[config.mk]
export PLATFORM = sky130hd
export DESIGN_NAME = cpu_on_board
export DESIGN_NICKNAME = d
export VERILOG_FILES = /design/src/hdl/cpu_pkg.sv /design/src/hdl/mem_rd_if.sv /design/src/hdl/cpu_on_board.sv /design/src/hdl/exec_unit.sv /design/src/hdl/fetch_unit.sv /design/src/hdl/instr_mem.sv
export SDC_FILE = /design/constraint.sdc
export NUM_CORES = 1
export LEC_CHECK = 0
export BUFFER_PORTS_ARGS = -buffer_cell sky130_fd_sc_hd__buf_2
export CELL_PAD_IN_SITES_DETAIL_PLACEMENT = 0
export CELL_PAD_IN_SITES_GLOBAL_PLACEMENT = 1
export CORE_UTILIZATION = 45
export DETAILED_ROUTE_END_ITERATION = 10
export GPL_ROUTABILITY_DRIVEN = 0
export PLACE_DENSITY_LB_ADDON = 0.1
export SLEW_MARGIN = 15
export SYNTH_ARGS = -nofsm -noshare
export SYNTH_HDL_FRONTEND = slang
export SYNTH_HIERARCHICAL = 1
export SYNTH_SLANG_ARGS = --single-unit
export TNS_END_PERCENT = 100
[constraint.sdc]
create_clock -name clock_1hz -period 2.5 [get_ports clock_1hz]
set_clock_uncertainty 0.1 [all_clocks]
set_input_delay 0.5 -clock clock_1hz [delete_from_list [all_inputs] [get_ports clock_1hz]]
set_output_delay 0.5 -clock clock_1hz [all_outputs]
set_load 0.02 [all_outputs]
[src/hdl/cpu_pkg.sv]
package cpu_pkg;

    // address and operand width, fixed by the ISA
    localparam int ADDR_W = 5;
    // instruction, byte and accumulator width
    localparam int DATA_W = 8;
    // opcode field width, upper bits of the instruction
    localparam int OP_W = DATA_W - ADDR_W;
    // unified program and data memory
    localparam int MEM_DEPTH = 32;

    typedef logic [ADDR_W-1:0] addr_t;
    typedef logic [DATA_W-1:0] byte_t;

    // AXI read response for a normal access
    localparam logic [1:0] RESP_OKAY = 2'b00;

    // opcode sits in instr[7:5]
    typedef enum logic [OP_W-1:0] {
        OP_NOP  = 3'd0,
        OP_LDI  = 3'd1,
        OP_ADDI = 3'd2,
        OP_SUBI = 3'd3,
        OP_OUT  = 3'd4,
        OP_JMP  = 3'd5,
        OP_JNZ  = 3'd6,
        OP_HALT = 3'd7
    } opcode_t;

    // opcode field of an instruction byte
    function automatic opcode_t op_of(byte_t ins);
        return opcode_t'(ins[DATA_W-1 -: OP_W]);
    endfunction

    // operand field, also used as a jump target
    function automatic addr_t operand_of(byte_t ins);
        return ins[ADDR_W-1:0];
    endfunction

endpackage
[src/hdl/mem_rd_if.sv]
`timescale 1ns/1ns

interface mem_rd_if;

    // read address channel
    logic                arvalid;
    logic                arready;
    cpu_pkg::addr_t      araddr;

    // read data channel
    logic                rvalid;
    logic                rready;
    cpu_pkg::byte_t      rdata;
    logic [1:0]          rresp;

    // fetch side is the master
    modport fetch (
        output arvalid,
        output araddr,
        output rready,
        input  arready,
        input  rvalid,
        input  rdata,
        input  rresp
    );

    // memory side answers
    modport memory (
        input  arvalid,
        input  araddr,
        input  rready,
        output arready,
        output rvalid,
        output rdata,
        output rresp
    );

endinterface

[src/hdl/cpu_on_board.sv]
`timescale 1ns/1ns

module cpu_on_board #(
    parameter cpu_pkg::addr_t PC_RESET = 5'd3
) (
    input  logic            clock_1hz,
    input  logic            KEY0,
    input  logic            load_en,
    input  cpu_pkg::addr_t  load_addr,
    input  cpu_pkg::byte_t  load_data,
    output cpu_pkg::byte_t  LEDG,
    output logic            LEDR0
);

    // fetch to execute
    logic           instr_valid;
    cpu_pkg::byte_t instr;
    logic           instr_ready;
    // execute back to fetch
    logic           redirect;
    cpu_pkg::addr_t redirect_pc;

    // instruction read channel
    mem_rd_if rd_bus ();

    instr_mem i_mem (
        .clock_1hz (clock_1hz),
        .KEY0      (KEY0),
        .load_en   (load_en),
        .load_addr (load_addr),
        .load_data (load_data),
        .bus       (rd_bus.memory)
    );

    fetch_unit #(
        .PC_RESET (PC_RESET)
    ) i_fetch (
        .clock_1hz   (clock_1hz),
        .KEY0        (KEY0),
        .redirect    (redirect),
        .redirect_pc (redirect_pc),
        .instr_ready (instr_ready),
        .bus         (rd_bus.fetch),
        .instr_valid (instr_valid),
        .instr       (instr)
    );

    exec_unit i_exec (
        .clock_1hz   (clock_1hz),
        .KEY0        (KEY0),
        .instr_valid (instr_valid),
        .instr       (instr),
        .instr_ready (instr_ready),
        .redirect    (redirect),
        .redirect_pc (redirect_pc),
        .LEDG        (LEDG),
        .LEDR0       (LEDR0)
    );

endmodule

[src/hdl/exec_unit.sv]
`timescale 1ns/1ns

module exec_unit (
    input  logic            clock_1hz,
    input  logic            KEY0,
    input  logic            instr_valid,
    input  cpu_pkg::byte_t  instr,
    output logic            instr_ready,
    output logic            redirect,
    output cpu_pkg::addr_t  redirect_pc,
    output cpu_pkg::byte_t  LEDG,
    output logic            LEDR0
);

    cpu_pkg::opcode_t op;
    cpu_pkg::addr_t   operand;
    cpu_pkg::byte_t   imm;
    cpu_pkg::byte_t   acc;
    logic             halted;
    logic             accept;

    // decode fields
    assign op      = cpu_pkg::op_of(instr);
    assign operand = cpu_pkg::operand_of(instr);
    // zero-extended immediate
    assign imm     = cpu_pkg::byte_t'(operand);

    // halt stalls the pipe until reset
    assign instr_ready = !halted;
    assign accept      = instr_valid && instr_ready;

    always_ff @(posedge clock_1hz or negedge KEY0) begin
        if (!KEY0) begin
            acc      <= '0;
            LEDG     <= '0;
            LEDR0    <= 1'b0;
            halted   <= 1'b0;
            redirect <= 1'b0;
        end else begin
            // heartbeat, runs even when halted
            LEDR0    <= ~LEDR0;
            // redirect is a one-cycle pulse
            redirect <= 1'b0;
            if (accept) begin
                case (op)
                    cpu_pkg::OP_NOP: begin
                        acc <= acc;
                    end
                    cpu_pkg::OP_LDI: begin
                        acc <= imm;
                    end
                    cpu_pkg::OP_ADDI: begin
                        // mod 256
                        acc <= acc + imm;
                    end
                    cpu_pkg::OP_SUBI: begin
                        acc <= acc - imm;
                    end
                    cpu_pkg::OP_OUT: begin
                        LEDG <= acc;
                    end
                    cpu_pkg::OP_JMP: begin
                        redirect <= 1'b1;
                    end
                    cpu_pkg::OP_JNZ: begin
                        // test acc before any change
                        redirect <= (acc != '0);
                    end
                    cpu_pkg::OP_HALT: begin
                        halted <= 1'b1;
                    end
                    default: begin
                        acc <= acc;
                    end
                endcase
            end
        end
    end

    // jump target, only looked at while redirect is high
    always_ff @(posedge clock_1hz) begin
        if (accept) begin
            redirect_pc <= operand;
        end
    end

    // once halted the program flow is frozen
    property p_no_jump_halted;
        @(posedge clock_1hz) disable iff (!KEY0)
        halted |=> !redirect;
    endproperty

    a_no_jump_halted: assert property (p_no_jump_halted)
        else $error("redirect raised while halted");

endmodule

[src/hdl/fetch_unit.sv]
`timescale 1ns/1ns

module fetch_unit #(
    parameter cpu_pkg::addr_t PC_RESET = 5'd3
) (
    input  logic            clock_1hz,
    input  logic            KEY0,
    input  logic            redirect,
    input  cpu_pkg::addr_t  redirect_pc,
    input  logic            instr_ready,
    mem_rd_if.fetch         bus,
    output logic            instr_valid,
    output cpu_pkg::byte_t  instr
);

    // next address to request
    cpu_pkg::addr_t pc;
    // one old-path response still to be dropped
    logic           stale;
    logic           ar_fire;
    logic           r_fire;
    logic           resp_ok;

    assign ar_fire = bus.arvalid && bus.arready;
    assign r_fire  = bus.rvalid && bus.rready;
    assign resp_ok = (bus.rresp == cpu_pkg::RESP_OKAY);

    // address always comes straight from the counter
    assign bus.araddr = pc;

    // response slot is the instruction register
    assign instr = bus.rdata;

    // hide old-path data during the redirect cycle and the stale one after it
    assign instr_valid = bus.rvalid && resp_ok && !stale && !redirect;

    // flushed data is taken here and all other data waits on execute
    assign bus.rready = stale || redirect || instr_ready;

    always_ff @(posedge clock_1hz or negedge KEY0) begin
        if (!KEY0) begin
            pc          <= PC_RESET;
            bus.arvalid <= 1'b0;
            stale       <= 1'b0;
        end else begin
            if (redirect) begin
                // restart at the jump target
                pc    <= redirect_pc;
                // old-path read taken at this edge comes back next cycle
                stale <= ar_fire;
                // hold off the new path until that response is gone
                bus.arvalid <= !ar_fire;
            end else begin
                if (ar_fire) begin
                    // wraps 31 -> 0
                    pc <= pc + cpu_pkg::addr_t'(1);
                end
                if (stale && r_fire) begin
                    stale <= 1'b0;
                end
                // keep requesting unless a stale response is still pending
                bus.arvalid <= !stale || r_fire;
            end
        end
    end

    // new path must not start before the flush completes
    property p_no_issue_stale;
        @(posedge clock_1hz) disable iff (!KEY0)
        stale |-> !bus.arvalid;
    endproperty

    a_no_issue_stale: assert property (p_no_issue_stale)
        else $error("read issued while stale response pending");

endmodule

[src/hdl/instr_mem.sv]
`timescale 1ns/1ns

module instr_mem (
    input  logic            clock_1hz,
    input  logic            KEY0,
    input  logic            load_en,
    input  cpu_pkg::addr_t  load_addr,
    input  cpu_pkg::byte_t  load_data,
    mem_rd_if.memory        bus
);

    // unified program and data bytes
    cpu_pkg::byte_t mem [cpu_pkg::MEM_DEPTH];

    logic ar_fire;
    logic r_fire;

    // handshakes on both channels
    assign ar_fire = bus.arvalid && bus.arready;
    assign r_fire  = bus.rvalid && bus.rready;

    // take a new address when the slot is empty or drains this cycle
    assign bus.arready = !bus.rvalid || bus.rready;

    // no error cases in this memory
    assign bus.rresp = cpu_pkg::RESP_OKAY;

    // program load, only while the core is held in reset
    always_ff @(posedge clock_1hz) begin
        if (!KEY0 && load_en) begin
            mem[load_addr] <= load_data;
        end
    end

    // response slot valid flag
    always_ff @(posedge clock_1hz or negedge KEY0) begin
        if (!KEY0) begin
            bus.rvalid <= 1'b0;
        end else begin
            if (ar_fire) begin
                // new read fills the slot
                bus.rvalid <= 1'b1;
            end else if (r_fire) begin
                bus.rvalid <= 1'b0;
            end
        end
    end

    // read data, one cycle after the address is taken
    always_ff @(posedge clock_1hz) begin
        if (ar_fire) begin
            bus.rdata <= mem[bus.araddr];
        end
    end

    // a stalled response must not move
    property p_resp_hold;
        @(posedge clock_1hz) disable iff (!KEY0)
        (bus.rvalid && !bus.rready) |=> (bus.rvalid && $stable(bus.rdata));
    endproperty

    a_resp_hold: assert property (p_resp_hold)
        else $error("read response changed while stalled");

endmodule

==> run metrics, run 1 <==
setup ws final -0.1630 ns; Skew-Pair Late Insertion Delay roughly 0.55 ns; unrepaired setup endpoints after global routing true; CTS max path bufs 3; WL/cell about 25 microns; post-synthesis cell count 600; ys flop type edfxtp_1; root buf cell clkbuf_16; Max FO, Critical Path 8; crit path cell chain buf_12 > buf_12 > mux4_2 > mux4_2 > mux2_4; synthesized cell area between 0.01 and 0.015 sq mm; core footprint between 0.02 and 0.03 sq mm; maxcap violations 0; Ports 25; Initial Util 0.4588; clock slew at reported path FFs ~0.060 ns; Routed WL between 20 and 30 mm; Hold Worst Slack 0.3202 ns; cell taking the most area after synthesis edfxtp_1; Die Y between 150 and 200 microns; final antenna-violating net count 0; sequential area share after synthesis 0.7303; crit path buf inv count 2; H-tree depth 1; fin. max-slew vios 0; Post-Place Cells between 900 and 1000; final worst-path cycle share 1.065; Pleak 0.004732 uW; EDFF count, synth approximately 270; initial antenna violation count 1; Port Buffers 24; share of post-route cells with drive strength above 1 0.3566; drc violations 8; die area between 0.02 and 0.03 sq mm; Rows 59; Final Critical Period around 2.7 ns; Slowest-stage cell, CP dfstp_4; Req. time, crit path 2.69 ns; total power per unit cell area about 1100 mW/mm^2; router iterations before antenna repair 8; Setup crit start kind register; YS warnings 6; Distinct cells, synth just over 50; fin nets about 720; run status finished, violations left; critical path type register to register; Vias a little under 6000; Area contributors post-synth edfxtp_1, mux4_2, dfrtp_1; number of global-route vias before repair just over 6000; gr ovfl total 0; Max transition margin 0.5115; Top delay family on crit path multiplexers; maximum VDD drop slightly above 0.6 mV; synthesized area per cell about 20 sq um; fin cells approximately 1100; setup TNS -0.9579 ns; count leader, synth edfxtp_1; Post-synth ARST share 0.09122; Worst-Margin Slew ~0.73 ns; dpl ws -0.2028 ns; Fmax 375.5 MHz; Worst Hold Class register to register; Critical Path End Type register; initial DRC count 590; TritonCTS buffer count 30; largest net degree at the start of global routing 36; CTS tree built; Synth Register Bits roughly 300; wire length of the first global-routing pass about 39 mm; Final setup viols 8; die span in x 165.2 microns; final hold vios 0; clk sinks about 300; WP data arrival between 2 and 3 ns; Area Overhead vs Synth 16.41%; CP max stage delay 0.66 ns; failing checks design-rule violations, negative setup slack; Total GRT Usage 0.2009; DP HPWL approximately 17 mm; synth cell count leaders edfxtp_1, mux4_2, nor2_1, dfrtp_1, nand2_1; average vias per placed instance around 5.6; post-synth top area share 0.6737
==> report_power, final <==
part           switching [uW]  internal (uW)
logic                    2430           2860
registers                 334           5770
clock network            1780           2350
==> routing by layer <==
metal / GRT usage / routed length (microns) / vias to the layer above
met2: 0.3108 / 12120 / 180
li1: - / - / 2598
met5: 0 / 0 / -
met3: 0.03996 / 1614 / 39
met1: 0.2910 / 11630 / 3073
met4: 0.05546 / 595 / 0
==> registers in the layout (all words and copies together), names as in the netlist <==
name                 flops
i_fetch/stale            1
i_exec/redirect          1
i_mem/bus.rvalid         1
i_fetch/bus.araddr       5
i_mem/bus.rdata          8
i_exec/halted            1
i_exec/LEDR0             1
i_fetch/bus.arvalid      1
i_exec/acc               8
i_exec/LEDG              8
i_exec/redirect_pc       5
i_mem/mem              256
==> stage by stage <==
stage               power [uW]    util  area (sq um)
finish                   15520  0.5341         13960
global route             16260  0.5340         13960
detailed placement       11240  0.4930         12880
CTS                      15460  0.5296         13840
global placement         11170  0.4930         12880
floorplan                 9659       -         12000
==> final timing paths <==
kind,start,endpoint,slack (ns),cells after the start
worst max register to register,i_fetch/bus.araddr[0],i_mem/bus.rdata[1],-0.16,5
worst min register to register,i_exec/LEDR0,i_exec/LEDR0,0.32,1
min in group asynchronous,KEY0,i_exec/halted,0.54,3
worst max-delay path,i_fetch/bus.araddr[0],i_mem/bus.rdata[1],-0.16,5
worst min-delay path,i_exec/LEDR0,i_exec/LEDR0,0.32,1
max in group asynchronous,KEY0,i_fetch/bus.araddr[1],1.47,3
==> what timing repair did <==
| action | in CTS | in global routing |
|---|---|---|
| pin swaps | 0 | 7 |
| hold buffers | 1 | 0 |
| setup buffers | 4 | 2 |
| endpoints found under the setup margin | 9 | 11 |
| gates resized for setup | 4 | 13 |
| cloned | 0 | 2 |
| endpoints found under the hold margin | 25 | 0 |
==> area by class of cell <==
class	count	area, sq um
repair buffers	94	778.2
inverters	11	41.29
fillers	2051	12170
flip-flops and latches	296	8761
well taps	335	419.2
clock inverters	18	107.6
multi-input cells	259	3050
clock buffers	37	798.3
diodes	1	2.502
==> cell usage in the layout (no fill, tap or decap), types with 5 or more instances in the layout <==
cell | synthesis | routed
a21oi_1 | 8 | 7
buf_12 | 0 | 7
buf_2 | 2 | 24
buf_4 | 17 | 58
clkbuf_1 | 8 | 6
clkbuf_16 | 0 | 33
clkinv_1 | 0 | 10
clkinv_2 | 0 | 5
dfrtp_1 | 25 | 24
edfxtp_1 | 269 | 269
ha_1 | 9 | 7
inv_1 | 10 | 8
mux2_2 | 14 | 12
mux4_2 | 80 | 80
nand2_1 | 21 | 21
nor2_1 | 44 | 44
o21ai_0 | 8 | 6
o21ai_2 | 5 | 6
or3_1 | 5 | 5
xor2_1 | 6 | 5
==> cells by family after synthesis <==
group                      after synthesis  synth area share
AOI/OAI and AO/OA                       42           0.02390
xor gates and xnor gates                10          0.007304
adders and majority gates               10           0.01106
DFF                                    296            0.7303
other                                    1         0.0003128
muxes                                   96            0.1651
buffers and inverters                   46           0.02118
and+or+nand+nor                         99           0.04091
==> worst reg2reg max path, cell delays in order (launching register included) <==
cell and delay (ns):
dfstp_4 0.66, buf_12 0.15, buf_12 0.13, mux4_2 0.55
mux4_2 0.54, mux2_4 0.28
Power figures use the tool's default switching activity.
==> run 2, diff against run 1 <==
Settings changed: ABC_AREA set to 1, CORE_UTILIZATION 45 to 46.
==> run metrics, run 2 <==
post-synthesis cell count 1176 (was 600); synthesized cell area 0.01298 sq mm (was 0.01199 sq mm); area post-placement 0.01356 sq mm (was 0.01288 sq mm); initial antenna violation count 0 (was 1); highest-count cells in the layout ignoring fill and taps nand2_1, edfxtp_1, nand3_1 (was edfxtp_1, mux4_2, buf_4); r2r worst-path depth 15 (was 5); clock slew at reported path FFs 0.06 ns (about the same); Max Used Layer met4 (unchanged); Post-Place Cells 1568 (was 987); run status complete, no violations (was finished, violations left); most used cell, CP nand2_1; Req. time, crit path 2.86 ns (was 2.69 ns); R2R Path End i_exec/acc[7] (was i_mem/bus.rdata[1]); sequential area share after synthesis 0.6747 (was 0.7303); Pleak 0.005654 uW (was 0.004732 uW); final worst-path cycle share 0.8967 (was 1.065); largest net degree at the start of global routing 57 (was 36); net switching power 1939 uW (was 4545 uW); final instance area 0.01451 sq mm (was 0.01396 sq mm); CP max stage delay 0.46 ns (was 0.66 ns); Hold Path Stages 1 (unchanged); WP data arrival 2.60 ns (was 2.86 ns); Port Buffers 24 (unchanged); share of post-route cells with drive strength above 1 0.1250 (was 0.3566); P_int 7909 uW (was 10970 uW); Critical Path End Type register (unchanged); crit path cell chain inv_2 > ha_1 > nand3_1 > nand2_1 > xnor2_1 > inv_1 > ha_1 > nand2_1 > nand2_1 > a21oi_1 > nand2_1 > nand3_1 > nand2_1 > nand2_1 > nand2_1 (was buf_12 > buf_12 > mux4_2 > mux4_2 > mux2_4); cell taking the most area after synthesis edfxtp_1 (unchanged); combinational share of power 0.016 (was 0.341); Distinct cells, synth 43 (was 51); initial DRC count 657 (was 590); Worst Hold End i_exec/LEDR0 (unchanged); Skew-Pair Late Insertion Delay 0.57 ns (was 0.55 ns); root buf cell clkbuf_16 (unchanged); setup TNS 0 ns (was -0.9579 ns); synthesized area per cell 11.04 sq um (was 19.98 sq um); post-synth top area share 0.6224 (was 0.6737); Routed WL 30.01 mm (was 25.97 mm); HP Start i_exec/LEDR0 (unchanged); TritonCTS buffer count 31 (was 30); WL/cell 18.45 microns (was 24.71 microns); CTS tree built (unchanged); synth cell count leaders nand2_1, edfxtp_1, nand3_1, inv_1, nor2_1 (was edfxtp_1, mux4_2, nor2_1, dfrtp_1, nand2_1); unrepaired setup endpoints after global routing false (was true); Area Overhead vs Synth 11.84% (was 16.41%); Slowest-stage cell, CP edfxtp_1 (was dfstp_4); commonest non-fill, non-tap cell in the layout nand2_1 (was edfxtp_1); router iterations before antenna repair 4 (was 8); final antenna-violating net count 0 (unchanged); area of the multi-input gates 0.003503 sq mm (was 0.003050 sq mm); fin. max-slew vios 0 (unchanged); average vias per placed instance 5.121 (was 5.604); Worst Hold Class register to register (unchanged); H-tree depth 1 (unchanged); fin cells 1626 (was 1051); final hold vios 0 (unchanged); register area 0.008760 sq mm (was 0.008761 sq mm); Total GRT Usage 0.2145 (was 0.2009); DR WL met3 1.262 mm (was 1.614 mm); Ports 25 (unchanged); Final Critical Period 2.242 ns (was 2.663 ns); count leader, synth nand2_1 (was edfxtp_1); CP startpoint i_mem/bus.rdata[1] (was i_fetch/bus.araddr[0]); ant diodes 0 (was 1); Post-synth ARST share 0.09122 (unchanged); Max FO, Critical Path 5 (was 8); critical path type register to register (unchanged); Rows 61 (was 59); Max transition margin 0.4999 (was 0.5115); Worst-Margin Slew 0.7501 ns (was 0.7328 ns); total power per unit cell area 678.5 mW/mm^2 (was 1112 mW/mm^2); YS warnings 6 (unchanged); die area 0.02889 sq mm (was 0.02730 sq mm); reg2reg start i_mem/bus.rdata[1] (was i_fetch/bus.araddr[0]); DP HPWL 18.48 mm (was 16.55 mm); Die Y 170.0 microns (was 165.2 microns); wire length of the first global-routing pass 45.93 mm (was 38.72 mm); maxcap violations 0 (unchanged); Area contributors post-synth edfxtp_1, nand2_1, nand3_1 (was edfxtp_1, mux4_2, dfrtp_1); Initial Util 0.4671 (was 0.4588); maximum VDD drop 0.4913 mV (was 0.6115 mV); Vias 8327 (was 5890); clock share of power 0.432 (was 0.266); switch share 0.1969 (was 0.2929); Final setup viols 0 (was 8); Reg2Reg Setup Slack 0.26 ns (was -0.16 ns); number of global-route vias before repair 7900 (was 6117); Largest Register i_mem/mem (unchanged); number of flip-flops under the largest register name 256 (unchanged); fin nets 1252 (was 718); drc violations 0 (was 8); WL met2 13.81 mm (was 12.12 mm); Met1 Wirelength 14.24 mm (was 11.63 mm); CTS max path bufs 3 (unchanged); gr ovfl total 0 (unchanged); Setup crit start kind register (unchanged); Seq pwr share 0.552 (was 0.393); die span in x 170.0 microns (was 165.2 microns); FILL cells 2501 (was 2051); Fmax 446.1 MHz (was 375.5 MHz); ys flop type edfxtp_1 (unchanged); EDFF count, synth 269 (unchanged); core footprint 0.02778 sq mm (was 0.02613 sq mm); Synth Register Bits 296 (unchanged); final design utilization 0.5224 (was 0.5341); clk sinks 296 (unchanged)
[run 2: cell count changes after synthesis, sizes merged, moves of 13 or more]
cell / before / now
inv: 11 / 54
mux2: 14 / 1
mux4: 80 / 0
buf: 27 / 56
nand2: 22 / 424
nand3: 5 / 229
[run 2: through the flow]
| step | setup WS [ns] | total power, uW | hold slack, ns |
|---|---|---|---|
| 2_1_floorplan | 0.4300 | 5573 | 0.1044 |
| 3_3_place_gp | 0.1811 | 5697 | 0.3009 |
| 3_5_place_dp | 0.1944 | 5699 | 0.3022 |
| 4_1_cts | 0.2008 | 9949 | 0.3103 |
| 5_1_grt | 0.01317 | 10150 | 0.3154 |
| 6_report | 0.2581 | 9848 | 0.3064 |
[run 2: power by group through the flow]
stage | Clock [uW] | Combinational [uW] | Sequential [uW]
detailed placement | 0 | 163 | 5540
finish | 4250 | 162 | 5430
CTS | 4350 | 165 | 5430
global placement | 0 | 162 | 5540
floorplan | 0 | 37.7 | 5530
global route | 4540 | 177 | 5430
[run 2: layout make-up]
| class | instances | share of cell area |
|---|---|---|
| Clock buffer | 38 | 0.05526 |
| Clock inverter | 17 | 0.008793 |
| Inverter | 54 | 0.01500 |
| Multi-Input combinational cell | 763 | 0.2414 |
| Sequential cell | 296 | 0.6035 |
| Tap cell | 378 | 0.03259 |
| Timing Repair Buffer | 80 | 0.04345 |
[run 2: metal layers]
metal  vias up  GRT usage
li1       4122          -
met1      3984     0.3050
met2       174     0.3453
met3        47    0.02884
met4         0    0.05993
met5         -          0
[run 2: cells by family after synthesis]
kind of cell / synth area share
compound gates: 0.01764
xor+xnor: 0.003374
fa+ha+maj: 0.01022
buf+inv: 0.05563
flops: 0.6747
mux: 0.001157
other cells: 0.0002890
simple gates: 0.2370
[run 2: worst max-delay path by stage]
stage / endpoint / slack, ns
after floorplan: i_exec/acc[3] / 0.43
after global placement: i_exec/acc[7] / 0.18
after detailed placement: i_exec/acc[3] / 0.19
after CTS: i_exec/acc[3] / 0.20
after global routing: i_exec/acc[7] / 0.01
final: i_exec/acc[7] / 0.26
[run 2: timing repair]
item	CTS	global route
resized for setup	0	1
setup buffers	0	2
setup endpoints to repair	0	1
hold buffers	1	0
hold endpoints to repair	25	0
[run 2: critical path: cells and delay by family (launching register included)]
family / cells / cell delay [ns]
compound gates: 1 / 0.15
buf+inv: 2 / 0.18
fa+ha+maj: 2 / 0.50
xor+xnor: 1 / 0.14
simple gates: 9 / 0.62
flops: 1 / 0.46
